--- config.mk ---
export PLATFORM = sky130hd
export DESIGN_NAME = cacheControl
export DESIGN_NICKNAME = d
export VERILOG_FILES = /design/src/cshPkg.sv /design/src/cycleControl.sv /design/src/eboxSequencer.sv /design/src/portSequencer.sv /design/src/cacheControl.sv
export SDC_FILE = /design/constraint.sdc
export NUM_CORES = 1
export LEC_CHECK = 0
export ABC_AREA = 1
export BUFFER_PORTS_ARGS = -buffer_cell sky130_fd_sc_hd__buf_2
export CAP_MARGIN = 25
export CORE_AREA = 5 5 64 66
export CTS_CLUSTER_SIZE = 10
export DETAILED_ROUTE_END_ITERATION = 12
export DIE_AREA = 0 0 69 71
export GPL_TIMING_DRIVEN = 0
export PLACE_DENSITY = 0.56
export SYNTH_ARGS = -nofsm -noshare
export SYNTH_HDL_FRONTEND = slang
export SYNTH_HIERARCHICAL = 1
export SYNTH_SLANG_ARGS = --single-unit
--- constraint.sdc ---
create_clock -name clk -period 3.2 [get_ports clk]
set_input_delay 0 -clock clk [delete_from_list [all_inputs] [get_ports clk]]
set_output_delay 0 -clock clk [all_outputs]
set_load 0.02 [all_outputs]
--- src/cshPkg.sv ---
// Shared requester indices and diagnostic word layout imported by the cache control modules
`default_nettype none

package cshPkg;

  // Requester slots in the request and cycle-type vectors
  localparam int reqMb = 3;
  localparam int reqChan = 2;
  localparam int reqEbox = 1;
  localparam int reqCca = 0;

  // Priority order is mb, chan, ebox, cca
  localparam int numReq = 4;

  localparam int diagWidth = 8;

  // Status bits from most significant down
  typedef struct packed {
    logic eboxCyc;
    logic mbCyc;
    logic chanCyc;
    logic ccaCyc;
    logic cacheIdle;
    logic coreRdReq;
    logic eboxBusy;
    logic portBusy;
  } diagFields_s;

  // Filled by field and read back by select code
  typedef union packed {
    diagFields_s fields;
    logic [diagWidth-1:0] raw;
  } diagWord_u;

endpackage

`default_nettype wire

--- src/cycleControl.sv ---
// Request arbitration, cycle type hold, cache idle tracking and diagnostic readback
`timescale 1ns/100ps
`default_nettype none

module cycleControl (
  input  logic                      clk,
  input  logic                      rst,
  input  logic                      mbValid,
  input  logic                      chanValid,
  input  logic                      eboxValid,
  input  logic                      ccaValid,
  input  logic                      eboxDone,
  input  logic                      portDone,
  input  logic                      coreRdReq,
  input  logic [2:0]                diagSel,
  output logic                      mbReady,
  output logic                      chanReady,
  output logic                      eboxReady,
  output logic                      ccaReady,
  output logic                      eboxStart,
  output logic                      portStart,
  output logic [cshPkg::numReq-1:0] cycType,
  output logic                      cacheIdle,
  output logic                      diagBit
);

  import cshPkg::*;

  logic [numReq-1:0] grant;
  logic              anyGrant;
  logic              eboxBusyQ;
  logic              portBusyQ;
  logic              eboxBusy;
  logic              portBusy;
  diagWord_u         diagWord;

  // Fixed priority, only while idle
  assign mbReady = cacheIdle & mbValid;
  assign chanReady = cacheIdle & chanValid & ~mbValid;
  assign eboxReady = cacheIdle & eboxValid & ~mbValid & ~chanValid;
  assign ccaReady = cacheIdle & ccaValid & ~mbValid & ~chanValid & ~eboxValid;

  always_comb begin
    grant = '0;
    grant[reqMb] = mbReady;
    grant[reqChan] = chanReady;
    grant[reqEbox] = eboxReady;
    grant[reqCca] = ccaReady;
  end

  assign anyGrant = |grant;

  always_ff @(posedge clk) begin
    if (rst) begin
      cycType <= '0;
      eboxStart <= 1'b0;
      portStart <= 1'b0;
      cacheIdle <= 1'b1;
    end else begin
      eboxStart <= eboxReady;
      // Everything but EBOX runs on the port chain
      portStart <= anyGrant & ~eboxReady;
      if (anyGrant) begin
        cycType <= grant;
        cacheIdle <= 1'b0;
      end else if (eboxDone | portDone) begin
        cycType <= '0;
        cacheIdle <= 1'b1;
      end
    end
  end

  always_ff @(posedge clk) begin
    if (rst) begin
      eboxBusyQ <= 1'b0;
      portBusyQ <= 1'b0;
    end else begin
      if (eboxStart) begin
        eboxBusyQ <= 1'b1;
      end else if (eboxDone) begin
        eboxBusyQ <= 1'b0;
      end
      if (portStart) begin
        portBusyQ <= 1'b1;
      end else if (portDone) begin
        portBusyQ <= 1'b0;
      end
    end
  end

  // Covers T0 through the done cycle
  assign eboxBusy = eboxStart | eboxBusyQ;
  assign portBusy = portStart | portBusyQ;

  always_comb begin
    diagWord.fields.eboxCyc = cycType[reqEbox];
    diagWord.fields.mbCyc = cycType[reqMb];
    diagWord.fields.chanCyc = cycType[reqChan];
    diagWord.fields.ccaCyc = cycType[reqCca];
    diagWord.fields.cacheIdle = cacheIdle;
    diagWord.fields.coreRdReq = coreRdReq;
    diagWord.fields.eboxBusy = eboxBusy;
    diagWord.fields.portBusy = portBusy;
  end

  assign diagBit = diagWord.raw[diagSel];

endmodule

`default_nettype wire

--- src/eboxSequencer.sv ---
// EBOX cycle timing, T0 to T3 with tag check at T2 and the core read wait on a miss
`timescale 1ns/100ps
`default_nettype none

module eboxSequencer #(
  parameter int numWays = 4
) (
  input  logic               clk,
  input  logic               rst,
  input  logic               eboxStart,
  input  logic               eboxRead,
  input  logic [numWays-1:0] validMatch,
  input  logic [numWays-1:0] wdVal,
  input  logic               coreDataValid,
  output logic               eboxResp,
  output logic               eboxDone,
  output logic               cacheWrEn,
  output logic               coreWrReq,
  output logic               coreRdReq
);

  logic t0;
  logic t1;
  logic t2;
  logic t3;
  logic rdWaitQ;
  logic respQ;
  logic busy;
  logic readQ;
  logic anyMatchQ;
  logic rdFoundQ;
  logic rdHitT3;
  logic rdMissT3;

  assign t0 = eboxStart;

  always_ff @(posedge clk) begin
    if (rst) begin
      t1 <= 1'b0;
      t2 <= 1'b0;
      t3 <= 1'b0;
    end else begin
      t1 <= t0;
      t2 <= t1;
      t3 <= t2;
    end
  end

  assign busy = t0 | t1 | t2 | t3 | rdWaitQ | respQ;

  // Tracks eboxRead while idle, so the value at acceptance is what gets held
  always_ff @(posedge clk) begin
    if (!busy) begin
      readQ <= eboxRead;
    end
  end

  // Tag results taken at T2
  always_ff @(posedge clk) begin
    if (t2) begin
      anyMatchQ <= |validMatch;
      rdFoundQ <= |(validMatch & wdVal);
    end
  end

  assign rdHitT3 = t3 & readQ & anyMatchQ & rdFoundQ;
  assign rdMissT3 = t3 & readQ & ~(anyMatchQ & rdFoundQ);

  assign cacheWrEn = t3 & ~readQ & anyMatchQ;
  assign coreWrReq = t3 & ~readQ & ~anyMatchQ;

  // Held through the cycle that returns the data
  assign coreRdReq = rdMissT3 | rdWaitQ;

  always_ff @(posedge clk) begin
    if (rst) begin
      rdWaitQ <= 1'b0;
      respQ <= 1'b0;
    end else begin
      rdWaitQ <= coreRdReq & ~coreDataValid;
      respQ <= coreRdReq & coreDataValid;
    end
  end

  assign eboxResp = rdHitT3 | respQ;
  assign eboxDone = (t3 & ~rdMissT3) | respQ;

endmodule

`default_nettype wire

--- src/portSequencer.sv ---
// Non-EBOX cycle timing for memory-buffer fill, channel access and sweep invalidate
`timescale 1ns/100ps
`default_nettype none

module portSequencer #(
  parameter int numWays = 4
) (
  input  logic                      clk,
  input  logic                      rst,
  input  logic                      portStart,
  input  logic [cshPkg::numReq-1:0] cycType,
  input  logic                      chanToMem,
  input  logic                      ccaInvalEn,
  input  logic [numWays-1:0]        validMatch,
  output logic                      fillWrEn,
  output logic                      chanWrCache,
  output logic                      chanRdCache,
  output logic                      ccaInval,
  output logic                      portDone
);

  import cshPkg::*;

  logic t0;
  logic t1;
  logic t2;
  logic t3;
  logic busy;
  logic chanToMemQ;
  logic invalEnQ;
  logic anyMatchQ;
  logic chanHitT3;

  assign t0 = portStart;

  always_ff @(posedge clk) begin
    if (rst) begin
      t1 <= 1'b0;
      t2 <= 1'b0;
      t3 <= 1'b0;
    end else begin
      t1 <= t0;
      t2 <= t1;
      t3 <= t2;
    end
  end

  assign busy = t0 | t1 | t2 | t3;

  // Attributes follow the requester until the chain starts
  always_ff @(posedge clk) begin
    if (!busy) begin
      chanToMemQ <= chanToMem;
      invalEnQ <= ccaInvalEn;
    end
  end

  always_ff @(posedge clk) begin
    if (t2) begin
      anyMatchQ <= |validMatch;
    end
  end

  // Fill word goes in whether or not the line hits
  assign fillWrEn = t3 & cycType[reqMb];

  assign chanHitT3 = t3 & cycType[reqChan] & anyMatchQ;
  assign chanWrCache = chanHitT3 & chanToMemQ;
  assign chanRdCache = chanHitT3 & ~chanToMemQ;

  assign ccaInval = t3 & cycType[reqCca] & invalEnQ & anyMatchQ;

  assign portDone = t3;

endmodule

`default_nettype wire

--- src/cacheControl.sv ---
// Cache control top level, ties arbitration to the EBOX and port sequencers
`timescale 1ns/100ps
`default_nettype none

module cacheControl #(
  parameter int numWays = 4
) (
  input  logic               clk,
  input  logic               rst,
  input  logic               mbValid,
  output logic               mbReady,
  input  logic               chanValid,
  output logic               chanReady,
  input  logic               chanToMem,
  input  logic               eboxValid,
  output logic               eboxReady,
  input  logic               eboxRead,
  input  logic               ccaValid,
  output logic               ccaReady,
  input  logic               ccaInvalEn,
  input  logic [numWays-1:0] validMatch,
  input  logic [numWays-1:0] wdVal,
  input  logic               coreDataValid,
  input  logic [2:0]         diagSel,
  output logic               diagBit,
  output logic               cacheIdle,
  output logic               eboxResp,
  output logic               cacheWrEn,
  output logic               coreWrReq,
  output logic               coreRdReq,
  output logic               fillWrEn,
  output logic               chanWrCache,
  output logic               chanRdCache,
  output logic               ccaInval
);

  import cshPkg::*;

  logic              eboxStart;
  logic              portStart;
  logic              eboxDone;
  logic              portDone;
  logic [numReq-1:0] cycType;

  cycleControl i_cycleControl (
    .clk       (clk),
    .rst       (rst),
    .mbValid   (mbValid),
    .chanValid (chanValid),
    .eboxValid (eboxValid),
    .ccaValid  (ccaValid),
    .eboxDone  (eboxDone),
    .portDone  (portDone),
    .coreRdReq (coreRdReq),
    .diagSel   (diagSel),
    .mbReady   (mbReady),
    .chanReady (chanReady),
    .eboxReady (eboxReady),
    .ccaReady  (ccaReady),
    .eboxStart (eboxStart),
    .portStart (portStart),
    .cycType   (cycType),
    .cacheIdle (cacheIdle),
    .diagBit   (diagBit)
  );

  eboxSequencer #(.numWays(numWays)) i_eboxSequencer (
    .clk           (clk),
    .rst           (rst),
    .eboxStart     (eboxStart),
    .eboxRead      (eboxRead),
    .validMatch    (validMatch),
    .wdVal         (wdVal),
    .coreDataValid (coreDataValid),
    .eboxResp      (eboxResp),
    .eboxDone      (eboxDone),
    .cacheWrEn     (cacheWrEn),
    .coreWrReq     (coreWrReq),
    .coreRdReq     (coreRdReq)
  );

  portSequencer #(.numWays(numWays)) i_portSequencer (
    .clk         (clk),
    .rst         (rst),
    .portStart   (portStart),
    .cycType     (cycType),
    .chanToMem   (chanToMem),
    .ccaInvalEn  (ccaInvalEn),
    .validMatch  (validMatch),
    .fillWrEn    (fillWrEn),
    .chanWrCache (chanWrCache),
    .chanRdCache (chanRdCache),
    .ccaInval    (ccaInval),
    .portDone    (portDone)
  );

endmodule

`default_nettype wire

; ---- After elaboration in Yosys (flattened, before gate mapping)
; Cells that the tools add are included.
[totals]
output_inout_bits = 14
word_cells = 92
ff_bits = 23
[op_classes]
mux = 10
order_cmp = 1
n_reduce_logical = 6
bitwise_logic = 55
[op_table]
columns = op, count
row1 = 1-bit AND, 30
row2 = 1-bit OR, 14
row3 = 4-bit OR reduction, 3
row4 = 1-bit NOT, 10
row5 = 4-bit 2-to-1 mux, 2
row6 = 1-bit 2-to-1 mux, 7
row7 = 2-bit nonzero test, 3
row8 = 4-bit AND, 1
row9 = 3-bit by 4-bit < comparator with 1-bit output (second input constant), 1
row10 = 1-bit binary-select mux with 3-bit select, 1

; ---- Logic depth before layout (Yosys ltp)
; Gate-level depths: netlist of run 1.
[logic_depth]
ltp_word = 9
depth_mapped = 8
mapped_depth_nobuf = 8

; ---- Modules after synthesis
; The synthesis of run 1 kept the hierarchy.
[by_module_without_submodules]
columns = module, area_each_um2, instances, seq_area_each_um2, cells_per_inst
row1 = cycleControl, 465.4, 1, 180.2, 68
row2 = eboxSequencer, 355.3, 1, 190.2, 43
row3 = portSequencer, 239.0, 1, 150.1, 28

; ---- Worst setup path after synthesis of run 1
; No wires, ideal clock.
[synth_path]
kind = flip-flop to output port
start = reg i_eboxSequencer.anyMatchQ
end = out diagBit
path_stages_with_launch = 8
t_arrival_ps = 1283
slack_ps = 1917
n_path_buf = 0
path_cell_list = edfxtp_1 -> nand2_2 -> nand2_4 -> nand2_1 -> o21ai_0 -> o21ai_0 -> a21oi_1 -> nor2_1
[synth_via]
elab_chain_cells = 6
[synth_rtl]
columns = item, line
row1 = from (decl), eboxSequencer.sv:30  ; logic anyMatchQ;
row2 = from (signal assigned), eboxSequencer.sv:61  ; anyMatchQ <= |validMatch;
row3 = 1-bit AND, eboxSequencer.sv:67  ; assign rdMissT3 = t3 & readQ & ~(anyMatchQ & rdFoundQ);
row4 = 1-bit NOT, eboxSequencer.sv:67
row5 = 1-bit AND, eboxSequencer.sv:67
row6 = 1-bit OR, eboxSequencer.sv:73  ; assign coreRdReq = rdMissT3 | rdWaitQ;
row7 = via coreRdReq, cacheControl.sv:30  ; output logic coreRdReq,
row8 = 1-bit binary-select mux with 3-bit select, cycleControl.sv:106  ; assign diagBit = diagWord.raw[diagSel];
row9 = 1-bit 2-to-1 mux (implied by the code), cycleControl.sv:106
row10 = to (decl), cacheControl.sv:25  ; output logic diagBit,
; The timed path passes the listed nets, and every way through them passes these cells. The select of a mux whose other input is x is not followed.

; ---- Worst setup path in the final report of run 1
[layout_path]
start = in validMatch[0]
end = reg i_eboxSequencer.anyMatchQ (data pin)
[layout_via]
elab_chain_cells = 1
[layout_rtl]
columns = item, line
row1 = from (decl), cacheControl.sv:21  ; input logic [numWays-1:0] validMatch,
row2 = 4-bit OR reduction, eboxSequencer.sv:61
; No other way between the ends.
; A chain may end at the register's enable or synchronous reset.

==> results, run 1 <==
- The flow ran to the end, and the final reports show no timing, DRC or antenna violations.
- The smallest clock period supported by the final layout is computed as between 1.5 and 2 ns.
- By instance count, the leading cell after synthesis is nor2_1.
- Ranked by total cell area, the synthesized netlist is headed by dfxtp_1, edfxtp_1, nor2_1, nand2_1, inv_1.
- The kind of critical path is in2reg.
- TritonCTS built the clock tree.
- The boundary pin count is 35.
- The count of clock tree sinks is 23.
- STA classifies the critical path startpoint as a primary input.
- The finished cells cover 1440 µm².
- In this run the number of H-tree levels came out at 1.
- The final total power is 0.533 mW.
- The final core utilization is 0.408.
- Measured along the y axis, the die boundary spans between 70 and 80 µm.
- In this run, synthesis inferred 6 flip-flops with an integrated enable.
- The first-pass detailed-route iteration total is 4.
- The register containing the most flip-flops in the final layout is i_cycleControl/cycType.
- The synthesized flop and latch total is 23.
- The synthesis-to-layout area growth is 35.5%.
- The area fraction of the dominant cell type after synthesis is 0.321.
- The number of global-route vias before repair is 964.
- The routed layout has roughly 990 vias.
- Of the total synthesized cell area, the portion taken by AND, OR, NAND and NOR gates is 0.312.
- For the final database, setup skew stands at roughly 0.004 ns.
- The startpoint identified for the worst hold timing path is mbValid.
- The first global-routing pass estimated 3910 µm of wire.
- Detailed placement finished with a half-perimeter wire length of 1770 µm.
- Synthesis handed over a netlist of 139 instances.
- The most used flip-flop cell after synthesis is dfxtp_1.
- The type of element capturing the critical path is a flip-flop.
- Timing would allow up to 0.543 GHz.
- The number of antenna violations at the first check in global routing is 0.
- At the worst endpoint, the required time is 3.26 ns.
- For this run, the number of Yosys warnings is 6.
- The clock root buffer is clkbuf_4.
- The final layout contains routed wiring with a total length of 2270 µm.
- Setup slack on the critical path of the routed design comes to 1.36 ns.
- For this run, the register share of the synthesized area comes to 0.491.
- The flip-flop count of the largest register, all copies and words added is 4.
- Dividing the detail-routed wire length by the instance count gives 9.56 µm.
- The core region is 3520 µm².
- The critical register-to-register path endpoint is i_cycleControl/cycType[2]$_SDFFE_PP0P_.
- The residual DRC count is 0.
- The post-synthesis cell type with the largest combined area is dfxtp_1.
- The post-synthesis mux area share is 0.
- The overall overflow remaining after global route is 0.
- The static leakage is approximately 0.7 nW.
- After synthesis, the share of flip-flops with an asynchronous set or reset is 0.
- The count of buffers added by post-CTS timing repair for setup is 0.
- The effective utilization at floorplan is 0.301.
- For the worst-skew pair, the clock arrives at the later sink with an insertion delay of around 0.3 ns.
- At the placement stage, the worst setup path has a slack of just under 2 ns.
- In the global route stage, overall resource usage came out at 0.0951.
- The slew at the pin with the worst max-slew slack is 0.333 ns.
- STA puts the critical path data arrival time at 1.90 ns.
- Of the total synthesized cell area, the portion taken by full adders, half adders and majority gates is 0.
- The clock-pin slew on the worst setup and hold paths is ~0.12 ns.
- For this block, the initial DRC count from the detailed router was 15.
- The number of distinct library cells after synthesis is 26.
- The number of diodes is 0.
- The die is 69 µm wide.
- IR analysis of the VDD net gives a maximum drop of between 150 and 200 µV.
- During placement, the flow inserted port buffers numbering 34.
- The instance count along the most critical hold path is 3.
- Dividing the detail-routed via count by the number of cells gives 4.17.
- After synthesis, the largest family of logic cells by area is simple AND/OR/NAND/NOR gates.
- Setup repair after global routing left no endpoint under its margin.
- The routability congestion estimate is a little under 0.8.
- The xor and xnor area share after synthesis is 0.
- Once placement finished, the instance area stood at 1290 µm².
- In this run the remaining antenna-violating nets after routing total 0.
- The cell area after technology mapping is around 1100 µm².
- The post-route fraction of the period consumed by the critical path is 0.575.
- The worst register-to-register path begins at i_eboxSequencer/anyMatchQ$_DFFE_PP_.
- The cell row count is 22.
- In this run the register-to-register setup slack is 1.86 ns.
- The maximum number of pins on one net before global-route repair is 13.
- The classification of the worst-slack hold path is in2reg.
- By count the netlist is led by nor2_1, nand2_1, inv_1, dfxtp_1, inv_2.
- In the final layout, the share of cells above drive strength 1 is 0.302.
- The net count of the finished layout is ~210.
- The worst slew margin relative to its limit is 0.778.
- The final count of negative-setup-slack endpoints is 0.
- The compound-gate portion of the synthesized area came to 0.0945.
- The total count of max-transition violations in the final report came to 0.
- The setup TNS is 0 ns.
- The tool flagged a number of max-cap violations equal to 0.
- Of all nets on the critical path, the largest fanout is 3.
- For the worst flop-to-flop path, the logic depth is 7.
- Clock tree synthesis inserted a total of 3 buffers.
- The die covers 4900 µm².
- Each instance of the synthesized netlist takes up on average about 7.6 µm².
- The number of nets in the synthesized netlist is 160.
- The clock passes through at most 2 buffers.
- The count of final hold-check violations is 0.
- The cell area power density is 371 nW/µm².
- The path with the worst hold slack has its endpoint at i_cycleControl/cycType[3]$_SDFFE_PP0P_.
-- where the power goes --
group          internal (mW)  total, mW  switching [mW]
Combinational         0.0381     0.0833          0.0452
Clock                 0.0485      0.129          0.0801
Sequential             0.311      0.321         0.00929
Total                  0.398      0.533           0.135
-- per-layer routing --
metal	vias up	wire length (µm)	part of all wire	GRT usage
met5	-	0	0	0
met4	0	14	0.0062	0.0325
met3	2	86	0.038	0.0213
met2	14	1110	0.49	0.171
met1	441	1060	0.47	0.111
li1	531	-	-	-
-- placed cells by master (no fill, tap or decap), types with 2 or more instances in the layout --
cell type	count
nand2_2	2
a21oi_1	5
dlygate4sd3_1	12
nor2_1	30
inv_1	19
o21ai_0	5
a21oi_2	2
inv_2	9
edfxtp_1	6
clkbuf_1	2
buf_2	34
nand4_1	5
clkbuf_4	3
nand2_1	22
dfxtp_1	17
o21ai_1	2
nor3_1	2
-- cells by family (layout without fill, tap and decap cells) --
family          count (synthesis)  count (layout)
compound gates                 17              17
buf+inv                        29              79
flops                          23              23
simple gates                   70              70
-- what timing repair did --
item	4_1_cts	5_1_grt
resized for setup	0	0
endpoints found under the setup margin	0	0
hold buffers	12	0
hold endpoints to repair	14	0
-- worst max-delay path, stage by stage --
cell and delay [ns]:
dlygate4sd3_1 0.53, buf_2 0.14, nor2_1 0.09, dlygate4sd3_1 0.54
nand2_1 0.05, dlygate4sd3_1 0.55
-- per-stage QoR --
step | hold WS (ns) | cells
global route | 0.00980 | 237
finish | 0.0258 | 237
detailed placement | 0.179 | 221
global placement | 0.178 | 221
CTS | 0.0143 | 237
floorplan | 0.0711 | 139
-- worst max-delay path by stage --
stage | startpoint | end | slack (ns) | cells past startpoint
after floorplan | i_eboxSequencer/anyMatchQ$_DFFE_PP_ | diagBit | 1.92 | 7
after global placement | i_eboxSequencer/anyMatchQ$_DFFE_PP_ | i_cycleControl/cycType[2]$_SDFFE_PP0P_ | 1.91 | 7
after detailed placement | i_eboxSequencer/anyMatchQ$_DFFE_PP_ | i_cycleControl/cycType[3]$_SDFFE_PP0P_ | 1.92 | 7
after CTS | validMatch[0] | i_eboxSequencer/anyMatchQ$_DFFE_PP_ | 1.40 | 6
after global routing | validMatch[0] | i_eboxSequencer/anyMatchQ$_DFFE_PP_ | 1.29 | 6
final | validMatch[0] | i_eboxSequencer/anyMatchQ$_DFFE_PP_ | 1.36 | 6
-- area by class of cell --
cell class | instances | area (µm²)
multi-input combinational | 87 | 430
timing repair buffer | 46 | 290
tap | 48 | 60.1
clock buffer | 4 | 26.3
sequential | 23 | 520
buffer | 1 | 3.75
inverter | 28 | 105
fill | 404 | 2090
No activity file was read; power rests on OpenSTA's default activity.
==> run 2: changes to the inputs <==
--- a/config.mk
+++ b/config.mk
@@ -5,15 +5,15 @@
 export SDC_FILE = /design/constraint.sdc
 export NUM_CORES = 1
 export LEC_CHECK = 0
-export ABC_AREA = 1
+export ABC_AREA = 0
 export BUFFER_PORTS_ARGS = -buffer_cell sky130_fd_sc_hd__buf_2
 export CAP_MARGIN = 25
-export CORE_AREA = 5 5 64 66
+export CORE_AREA = 5 5 61 63
 export CTS_CLUSTER_SIZE = 10
 export DETAILED_ROUTE_END_ITERATION = 12
-export DIE_AREA = 0 0 69 71
+export DIE_AREA = 0 0 66 68
 export GPL_TIMING_DRIVEN = 0
-export PLACE_DENSITY = 0.56
+export PLACE_DENSITY = 0.59
 export SYNTH_ARGS = -nofsm -noshare
 export SYNTH_HDL_FRONTEND = slang
 export SYNTH_HIERARCHICAL = 1
==> constraint.sdc (replaced) <==
create_clock -name clk -period 1.53 [get_ports clk]
set_input_delay 0 -clock clk [delete_from_list [all_inputs] [get_ports clk]]
set_output_delay 0 -clock clk [all_outputs]
set_load 0.02 [all_outputs]
==> run 2 against run 1 <==
The flow now finishes with violations (negative setup slack). Design area is 3.4% lower. Die area is 8.4% lower. Clock skew grew 0.0029 ns. Largest cell class unchanged.
==> results, run 2 <==
- Run status: finished with violations (was completed).
- The checks that failed: negative setup slack.
- The boundary pin count is 35 (unchanged).
- The post-route non-filler standard cell count was 187 (was 237).
- The number of buffers added on ports is 34 (unchanged).
- The combined global-route utilization of all metal layers is 0.109 (was 0.0951).
- The number of antenna violations at the first check in global routing is 0 (unchanged).
- The worst-case vdd ir drop is 371 µV (was 191 µV).
- The residual DRC count came to 0 (unchanged).
- The area of the core was 3180 µm² (was 3520 µm²).
- The wire length of the first global-routing pass came to 3790 µm (was 3910 µm).
- The violation count after the first detailed-routing iteration came to 22 (was 15).
- The startpoint class of the critical path is a flip-flop (was primary input).
- The number of nets in the synthesized netlist is 107 (was 160).
- The final count of negative-setup-slack endpoints was 1 (was 0).
- The standard cell area after detailed placement is 1180 µm² (was 1290 µm²).
- Commonest cells after routing, fill and taps aside: buf_2, dfxtp_1, dlygate4sd3_1, nor2b_1, nor2_1 (was buf_2, nor2_1, nand2_1, inv_1, dfxtp_1).
- The routability congestion estimate was 0.685 (was 0.770).
- The proportion of synthesized flip-flops having asynchronous set or reset came to 0 (unchanged).
- The mean instance size in the synthesized netlist was 11.1 µm² (was 7.62 µm²).
- The cell area power density is 797 nW/µm² (was 371 nW/µm²).
- The delay contributed by the slowest stage of the critical path is 0.38 ns (was 0.55 ns).
- Most frequent cells after synthesis: dfxtp_1, nor2b_1, nor2_1, edfxtp_1 (was nor2_1, nand2_1, inv_1, dfxtp_1, inv_2).
- The cell row count is 21 (was 22).
- The kind of critical path is reg2out (was in2reg).
- The most frequent standard cell in the layout excluding fill and tap cells is buf_2 (unchanged).
- The instance count along the most critical hold path is 3 (unchanged).
- The number of diodes is 0 (unchanged).
- The width of the chip is 66 µm (was 69 µm).
- The final core utilization was 0.436 (was 0.408).
- The wire length reported by the detailed router came to 2270 µm (about the same).
- The worst slew margin relative to its limit was 0.677 (was 0.778).
- The depth of the most critical reg-to-reg path is 5 (was 7).
- The count of clock tree sinks is 23 (unchanged).
- The total count of max-transition violations in the final report is 0 (unchanged).
- The post-route standard cell area excluding fillers was 1390 µm² (was 1440 µm²).
- The share of cells above drive strength 1 is 0.376 (was 0.302).
- The number of global-route vias before repair came to 944 (was 964).
- The data required time at the worst endpoint came to 1.53 ns (was 3.26 ns).
- The register containing the most flip-flops in the final layout is i_cycleControl/cycType (unchanged).
- The post-synthesis cell type with the largest combined area is dfxtp_1 (unchanged).
- The number of instances in the synthesized netlist is 86 (was 139).
- The maximum number of pins on one net before global-route repair is 14 (was 13).
- The maximum number of buffers from clock root to sink is 2 (unchanged).
- The cell count after placement is 166 (was 221).
- The cell area after technology mapping is 956 µm² (was 1060 µm²).
- The type of element capturing the critical path is a primary output (was flip-flop).
- The routed wirelength normalized by instance count is 12.2 µm (was 9.56 µm).
- The number of buffer and inverter instances along the worst setup path is 2 (was 4).
- The number of warning messages in the yosys log is 6 (unchanged).
- The floorplan die height is 68 µm (was 71 µm).
- Of the available clock period, the critical path in the final layout requires 1.01.
- The slew at the pin with the worst max-slew slack is 0.480 ns (was 0.333 ns).
- The top flip-flop cell by instance count after synthesis is dfxtp_1 (unchanged).
- The number of flops mapped to enable cells by yosys was 6 (unchanged).
- The remaining number of nets flagged by the antenna check after routing came to 0 (unchanged).
- The number of buffers created by CTS came to 3 (unchanged).
- The category of cells accounting for the largest share of critical-path delay is compound AO/OA/AOI/OAI gates (was buffers and inverters).
- The cell depth of the worst setup path is 7 (was 6).
- The area fraction of the dominant cell type after synthesis is 0.356 (was 0.321).
- The CTS tree is done (unchanged).
- The clock root buffer was clkbuf_4 (unchanged).
- The most frequent cell after synthesis is dfxtp_1 (was nor2_1).
- The flip-flop count of the largest register, all copies and words added is 4 (unchanged).
- The cell with the biggest individual delay on the critical path was edfxtp_1 (was dlygate4sd3_1).
- The first-pass detailed-route iteration total is 4 (unchanged).
- The count of final hold-check violations was 0 (unchanged).
- The worst-path maximum fanout is 2 (was 3).
- The overall overflow remaining after global route came to 0 (unchanged).
- The total die area came to 4490 µm² (was 4900 µm²).
- RSZ-0062 raised after global routing: true (was false).
- The synthesis-to-layout area growth came to 45.2% (was 35.5%).
- The via-per-instance ratio is 4.56 (was 4.17).
- The worst setup timing slack at the placement stage is 0.113 ns (was 1.92 ns).
- The number of levels the H-tree was split into was 1 (unchanged).
- The synthesized flop and latch total was 23 (unchanged).
- Cells taking the most area after synthesis: dfxtp_1, edfxtp_1, nor2b_1, o41ai_4, nor2_1 (was dfxtp_1, edfxtp_1, nor2_1, nand2_1, inv_1).
- The final worst-path setup slack came to -0.0162 ns (was 1.36 ns).
- The classification of the worst-slack hold path is in2reg (unchanged).
- The arrival time at the worst endpoint is 1.55 ns (was 1.90 ns).
- The maximum frequency from static timing analysis is between 0.6 and 0.7 GHz.
- The number of maximum-capacitance violations came to 0 (unchanged).
- The static leakage is 0.627 nW (was 0.698 nW).
- The clock-pin slew on the worst setup and hold paths is 0.12 ns (about the same).
- The HPWL after detailed placement is 1640 µm (was 1770 µm).
- The worst clock skew was 0.00693 ns (was 0.00401 ns).
- The overall via count from detail_route was 853 (was 988).
- The routed design could run at a clock period as short as about 1.5 ns.
- The number of distinct library cells after synthesis is 31 (was 26).
- The share of synthesized area occupied by flip-flops and latches came to 0.545 (was 0.491).
- Sequence of cells on the critical path: nand2_2 > a31oi_2 > inv_1 > mux2i_1 > a21oi_1 > a22o_1 > buf_6 (was dlygate4sd3_1 > buf_2 > nor2_1 > dlygate4sd3_1 > nand2_1 > dlygate4sd3_1).
- The effective utilization at floorplan is 0.301 (about the same).
- The final net count is 163 (was 211).
- The clock latency on the worst-skew pair was 0.30 ns (about the same).
## run 2: cell count changes after synthesis, moves of 3 or more
cell     before  now
nor2_1       30    7
nand2_1      22    3
inv_1        19    4
inv_2         9    0
nor2b_1       0    8
nand4_1       5    0
o21ai_0       5    0
or4_1         0    3
## run 2: final cells by class
cell class / instances / area, µm²
plain buffers: 1 / 3.75
clock buffers: 3 / 22.5
clock inverters: 1 / 5.00
fillers: 307 / 1790
inverters: 4 / 15.0
multi-input cells: 58 / 425
flip-flops and latches: 23 / 522
well taps: 46 / 57.6
repair buffers: 51 / 337
## run 2: timing repair
item	4_1_cts	5_1_grt
setup endpoints to repair	1	2
pin swaps	3	2
hold buffers	13	0
endpoints found under the hold margin	15	0
gates resized for setup	3	2
buffers inserted	2	2
## run 2: worst paths after layout
path	from	slack (ns)	to
worst max register to register	i_eboxSequencer/readQ$_DFFE_PN_	0.12	i_cycleControl/cacheIdle$_SDFFE_PP1P_
worst min-delay path	chanValid	0.007	i_cycleControl/cycType[2]$_SDFFE_PP0P_
worst max-delay path	i_eboxSequencer/rdFoundQ$_DFFE_PP_	-0.02	diagBit
worst min register to register	i_eboxSequencer/t1$_SDFF_PP0_	0.48	i_eboxSequencer/t2$_SDFF_PP0_
## run 2: report_power, final
| part | internal, mW | leakage (nW) | switching, mW | total (mW) |
|---|---|---|---|---|
| clock network | 0.0973 | 0.0177 | 0.170 | 0.268 |
| registers | 0.651 | 0.197 | 0.0204 | 0.671 |
| logic | 0.0913 | 0.412 | 0.0755 | 0.167 |
| total | 0.839 | 0.627 | 0.266 | 1.11 |
## run 2: per-layer routing
layer | vias to the layer above | wire, µm | global-route usage
met5 | - | 0 | 0
met4 | 0 | 80 | 0.0736
met3 | 8 | 72 | 0.00985
met2 | 16 | 1190 | 0.204
met1 | 396 | 927 | 0.115
li1 | 433 | - | -
## run 2: cell families after synthesis
family	synth area share
flops	0.545
simple gates	0.260
buf+inv	0.0196
mux	0.0340
compound gates	0.141
## run 2: metrics by stage
stage	hold slack [ns]	TNS, ns	total power [mW]
after floorplan	0.0716	0	0.752
after global placement	0.177	0	0.811
after detailed placement	0.180	0	0.817
after CTS	0.00448	-0.108	1.11
after global routing	0.00625	-0.170	1.17
final	0.00706	-0.0162	1.11
## run 2: worst register-to-register path, stage by stage, from the launching register on
cell and delay [ns]:
edfxtp_1 0.40, buf_4 0.14, nand2_1 0.05, a21o_2 0.22, or3_1 0.31, a21o_2 0.21
==> run 3: changes to the inputs <==
--- a/config.mk
+++ b/config.mk
@@ -5,15 +5,15 @@
 export SDC_FILE = /design/constraint.sdc
 export NUM_CORES = 1
 export LEC_CHECK = 0
-export ABC_AREA = 0
+export ABC_AREA = 1
 export BUFFER_PORTS_ARGS = -buffer_cell sky130_fd_sc_hd__buf_2
 export CAP_MARGIN = 25
-export CORE_AREA = 5 5 61 63
+export CORE_AREA = 5 5 64 66
 export CTS_CLUSTER_SIZE = 10
 export DETAILED_ROUTE_END_ITERATION = 12
-export DIE_AREA = 0 0 66 68
+export DIE_AREA = 0 0 69 71
 export GPL_TIMING_DRIVEN = 0
-export PLACE_DENSITY = 0.59
+export PLACE_DENSITY = 0.58
 export SYNTH_ARGS = -nofsm -noshare
 export SYNTH_HDL_FRONTEND = slang
 export SYNTH_HIERARCHICAL = 1
==> run 3 against run 2 <==
The flow now finishes without violations. Die area grew 9.2%. Core utilization fell by 0.36 points. Sequential power barely moved. Clock skew rose by 0.0080 ns.
==> results, run 3 (same netlist as run 1, synthesis figures left out) <==
- The count of final hold-check violations is 0 (unchanged).
- The share of cells above drive strength 1 is 0.335 (was 0.376).
- RSZ-0062 raised after global routing: true (unchanged).
- The HPWL after detailed placement is 1730 µm (was 1640 µm).
- The final net count is 219 (was 163).
- The clock latency on the worst-skew pair is 0.32 ns (was 0.30 ns).
- The routed wirelength normalized by instance count was 9.91 µm (was 12.2 µm).
- The maximum number of buffers from clock root to sink was 2 (unchanged).
- The CTS tree is done (unchanged).
- The maximum number of pins on one net before global-route repair is 14 (unchanged).
- The violation count after the first detailed-routing iteration is 19 (was 22).
- The effective utilization at floorplan is 0.301 (about the same).
- The number of antenna violations at the first check in global routing is 0 (unchanged).
- The boundary pin count is 35 (unchanged).
- The final worst-path setup slack is 0.0208 ns (was -0.0162 ns).
- The residual DRC count is 0 (unchanged).
- The width of the chip was 69 µm (was 66 µm).
- The worst slew margin relative to its limit was 0.778 (was 0.677).
- The clock-pin slew on the worst setup and hold paths is 0.13 ns (was 0.12 ns).
- The arrival time at the worst endpoint is 1.51 ns (was 1.55 ns).
- The standard cell area after detailed placement is 1290 µm² (was 1180 µm²).
- The routed length on met3 is 127 µm (was 72 µm).
- The first-pass detailed-route iteration total is 4 (unchanged).
- The maximum frequency from static timing analysis is 0.663 GHz (was 0.647 GHz).
- The cell area power density was 749 nW/µm² (was 797 nW/µm²).
- The setup TNS is 0 ns (was -0.0162 ns).
- The post-route fraction of the period consumed by the critical path is 0.986 (was 1.01).
- The total die area is 4900 µm² (was 4490 µm²).
- The data required time at the worst endpoint was 1.53 ns (about the same).
- The number of maximum-capacitance violations came to 0 (unchanged).
- The worst-case vdd ir drop is 668 µV (was 371 µV).
- Commonest cells after routing, fill and taps aside: buf_2, nor2_1, nand2_1, inv_1 (was buf_2, dfxtp_1, dlygate4sd3_1, nor2b_1, nor2_1).
- The most frequent standard cell in the layout excluding fill and tap cells was buf_2 (unchanged).
- The final core utilization is 0.433 (was 0.436).
- The number of global-route vias before repair is 1024 (was 944).
- The combined global-route utilization of all metal layers is 0.104 (was 0.109).
- The post-route standard cell area excluding fillers is 1530 µm² (was 1390 µm²).
- The slew at the pin with the worst max-slew slack is 0.332 ns (was 0.480 ns).
- The number of diodes came to 0 (unchanged).
- The final total power came to 1.14 mW (was 1.11 mW).
- The final count of negative-setup-slack endpoints was 0 (was 1).
- The overall overflow remaining after global route is 0 (unchanged).
- The total met2 wirelength after detailed routing is 1180 µm (was 1190 µm).
- The wire length reported by the detailed router is 2430 µm (was 2270 µm).
- The cell row count is 22 (was 21).
- The via-per-instance ratio was 4.09 (was 4.56).
- The overall via count from detail_route was 1003 (was 853).
- The flip-flop count of the largest register, all copies and words added was 4 (unchanged).
- The synthesis-to-layout area growth was 43.9% (was 45.2%).
- The worst clock skew is 0.0150 ns (was 0.00693 ns).
- The count of clock tree sinks is 23 (unchanged).
- The kind of critical path is reg2out (unchanged).
- The worst setup timing slack at the placement stage is 0.262 ns (was 0.113 ns).
- The routability congestion estimate is 0.721 (was 0.685).
- The static leakage is 0.743 nW (was 0.627 nW).
- The number of buffers created by CTS is 3 (unchanged).
- The wire length of the first global-routing pass came to 4220 µm (was 3790 µm).
- The register containing the most flip-flops in the final layout is i_cycleControl/cycType (unchanged).
- The area of the core is 3520 µm² (was 3180 µm²).
- Run status: completed (was finished with violations).
- The final period demand of the worst path is 1.51 ns (was 1.55 ns).
- The floorplan die height was 71 µm (was 68 µm).
- The routed length on met1 was 1090 µm (was 927 µm).
- The startpoint class of the critical path is a flip-flop (unchanged).
- The classification of the worst-slack hold path is in2reg (unchanged).
- The number of levels the H-tree was split into is 1 (unchanged).
- The clock root buffer is clkbuf_4 (unchanged).
- The worst-path maximum fanout is 4 (was 2).
- The remaining number of nets flagged by the antenna check after routing was 0 (unchanged).
- The uppermost signal routing layer after detailed routing is met4 (unchanged).
- The number of buffers added on ports came to 34 (unchanged).
- The type of element capturing the critical path is a primary output (unchanged).
- The total count of max-transition violations in the final report is 0 (unchanged).
[run 3: final timing paths]
| kind | end | cells past startpoint | slack (ns) | from |
|---|---|---|---|---|
| max | diagBit | 9 | 0.02 | i_eboxSequencer/readQ$_DFFE_PN_ |
| min | i_cycleControl/cycType[3]$_SDFFE_PP0P_ | 3 | 0.003 | mbValid |
| max reg2reg | i_cycleControl/cycType[3]$_SDFFE_PP0P_ | 8 | 0.24 | i_eboxSequencer/readQ$_DFFE_PN_ |
| min reg2reg | i_eboxSequencer/t2$_SDFF_PP0_ | 2 | 0.41 | i_eboxSequencer/t1$_SDFF_PP0_ |
[run 3: routing by layer]
layer  global-route usage  up-vias
met5                    0        -
met4               0.0260        0
met3               0.0398        4
met2                0.181       19
met1                0.120      428
li1                     -      552
[run 3: cell type report]
type	instances	area, µm²
Timing Repair Buffer	54	363
Multi-Input combinational cell	87	444
Inverter	28	105
Buffer	1	3.75
Tap cell	48	60.1
Fill cell	380	2000
Clock inverter	1	5.00
Clock buffer	3	22.5
Sequential cell	23	522
[run 3: worst max-delay path, stage by stage, from the launching register on]
cell,delay (ns)
edfxtp_1,0.44
nand2_2,0.09
inv_2,0.05
nand2_4,0.08
nand2_4,0.05
o21ai_2,0.10
o21ai_1,0.06
a21oi_1,0.11
nor2_1,0.06
buf_4,0.15
[run 3: what timing repair did]
item,CTS,global route
endpoints found under the setup margin,1,2
hold buffers,16,0
cloned,0,0
setup buffers,2,2
pin swaps,1,3
hold endpoints to repair,14,0
resized for setup,3,5
[run 3: per-stage QoR]
step / hold WS [ns] / cells
after floorplan: 0.0711 / 139
after global placement: 0.177 / 221
after detailed placement: 0.178 / 221
after CTS: 0.000874 / 243
after global routing: 0.0213 / 245
final: 0.00303 / 245
[run 3: report_power, final]
part	internal, mW	leakage [nW]	switching, mW
Clock	0.0977	0.0177	0.182
Combinational	0.0918	0.531	0.100
Sequential	0.652	0.194	0.0191
Total	0.842	0.743	0.301
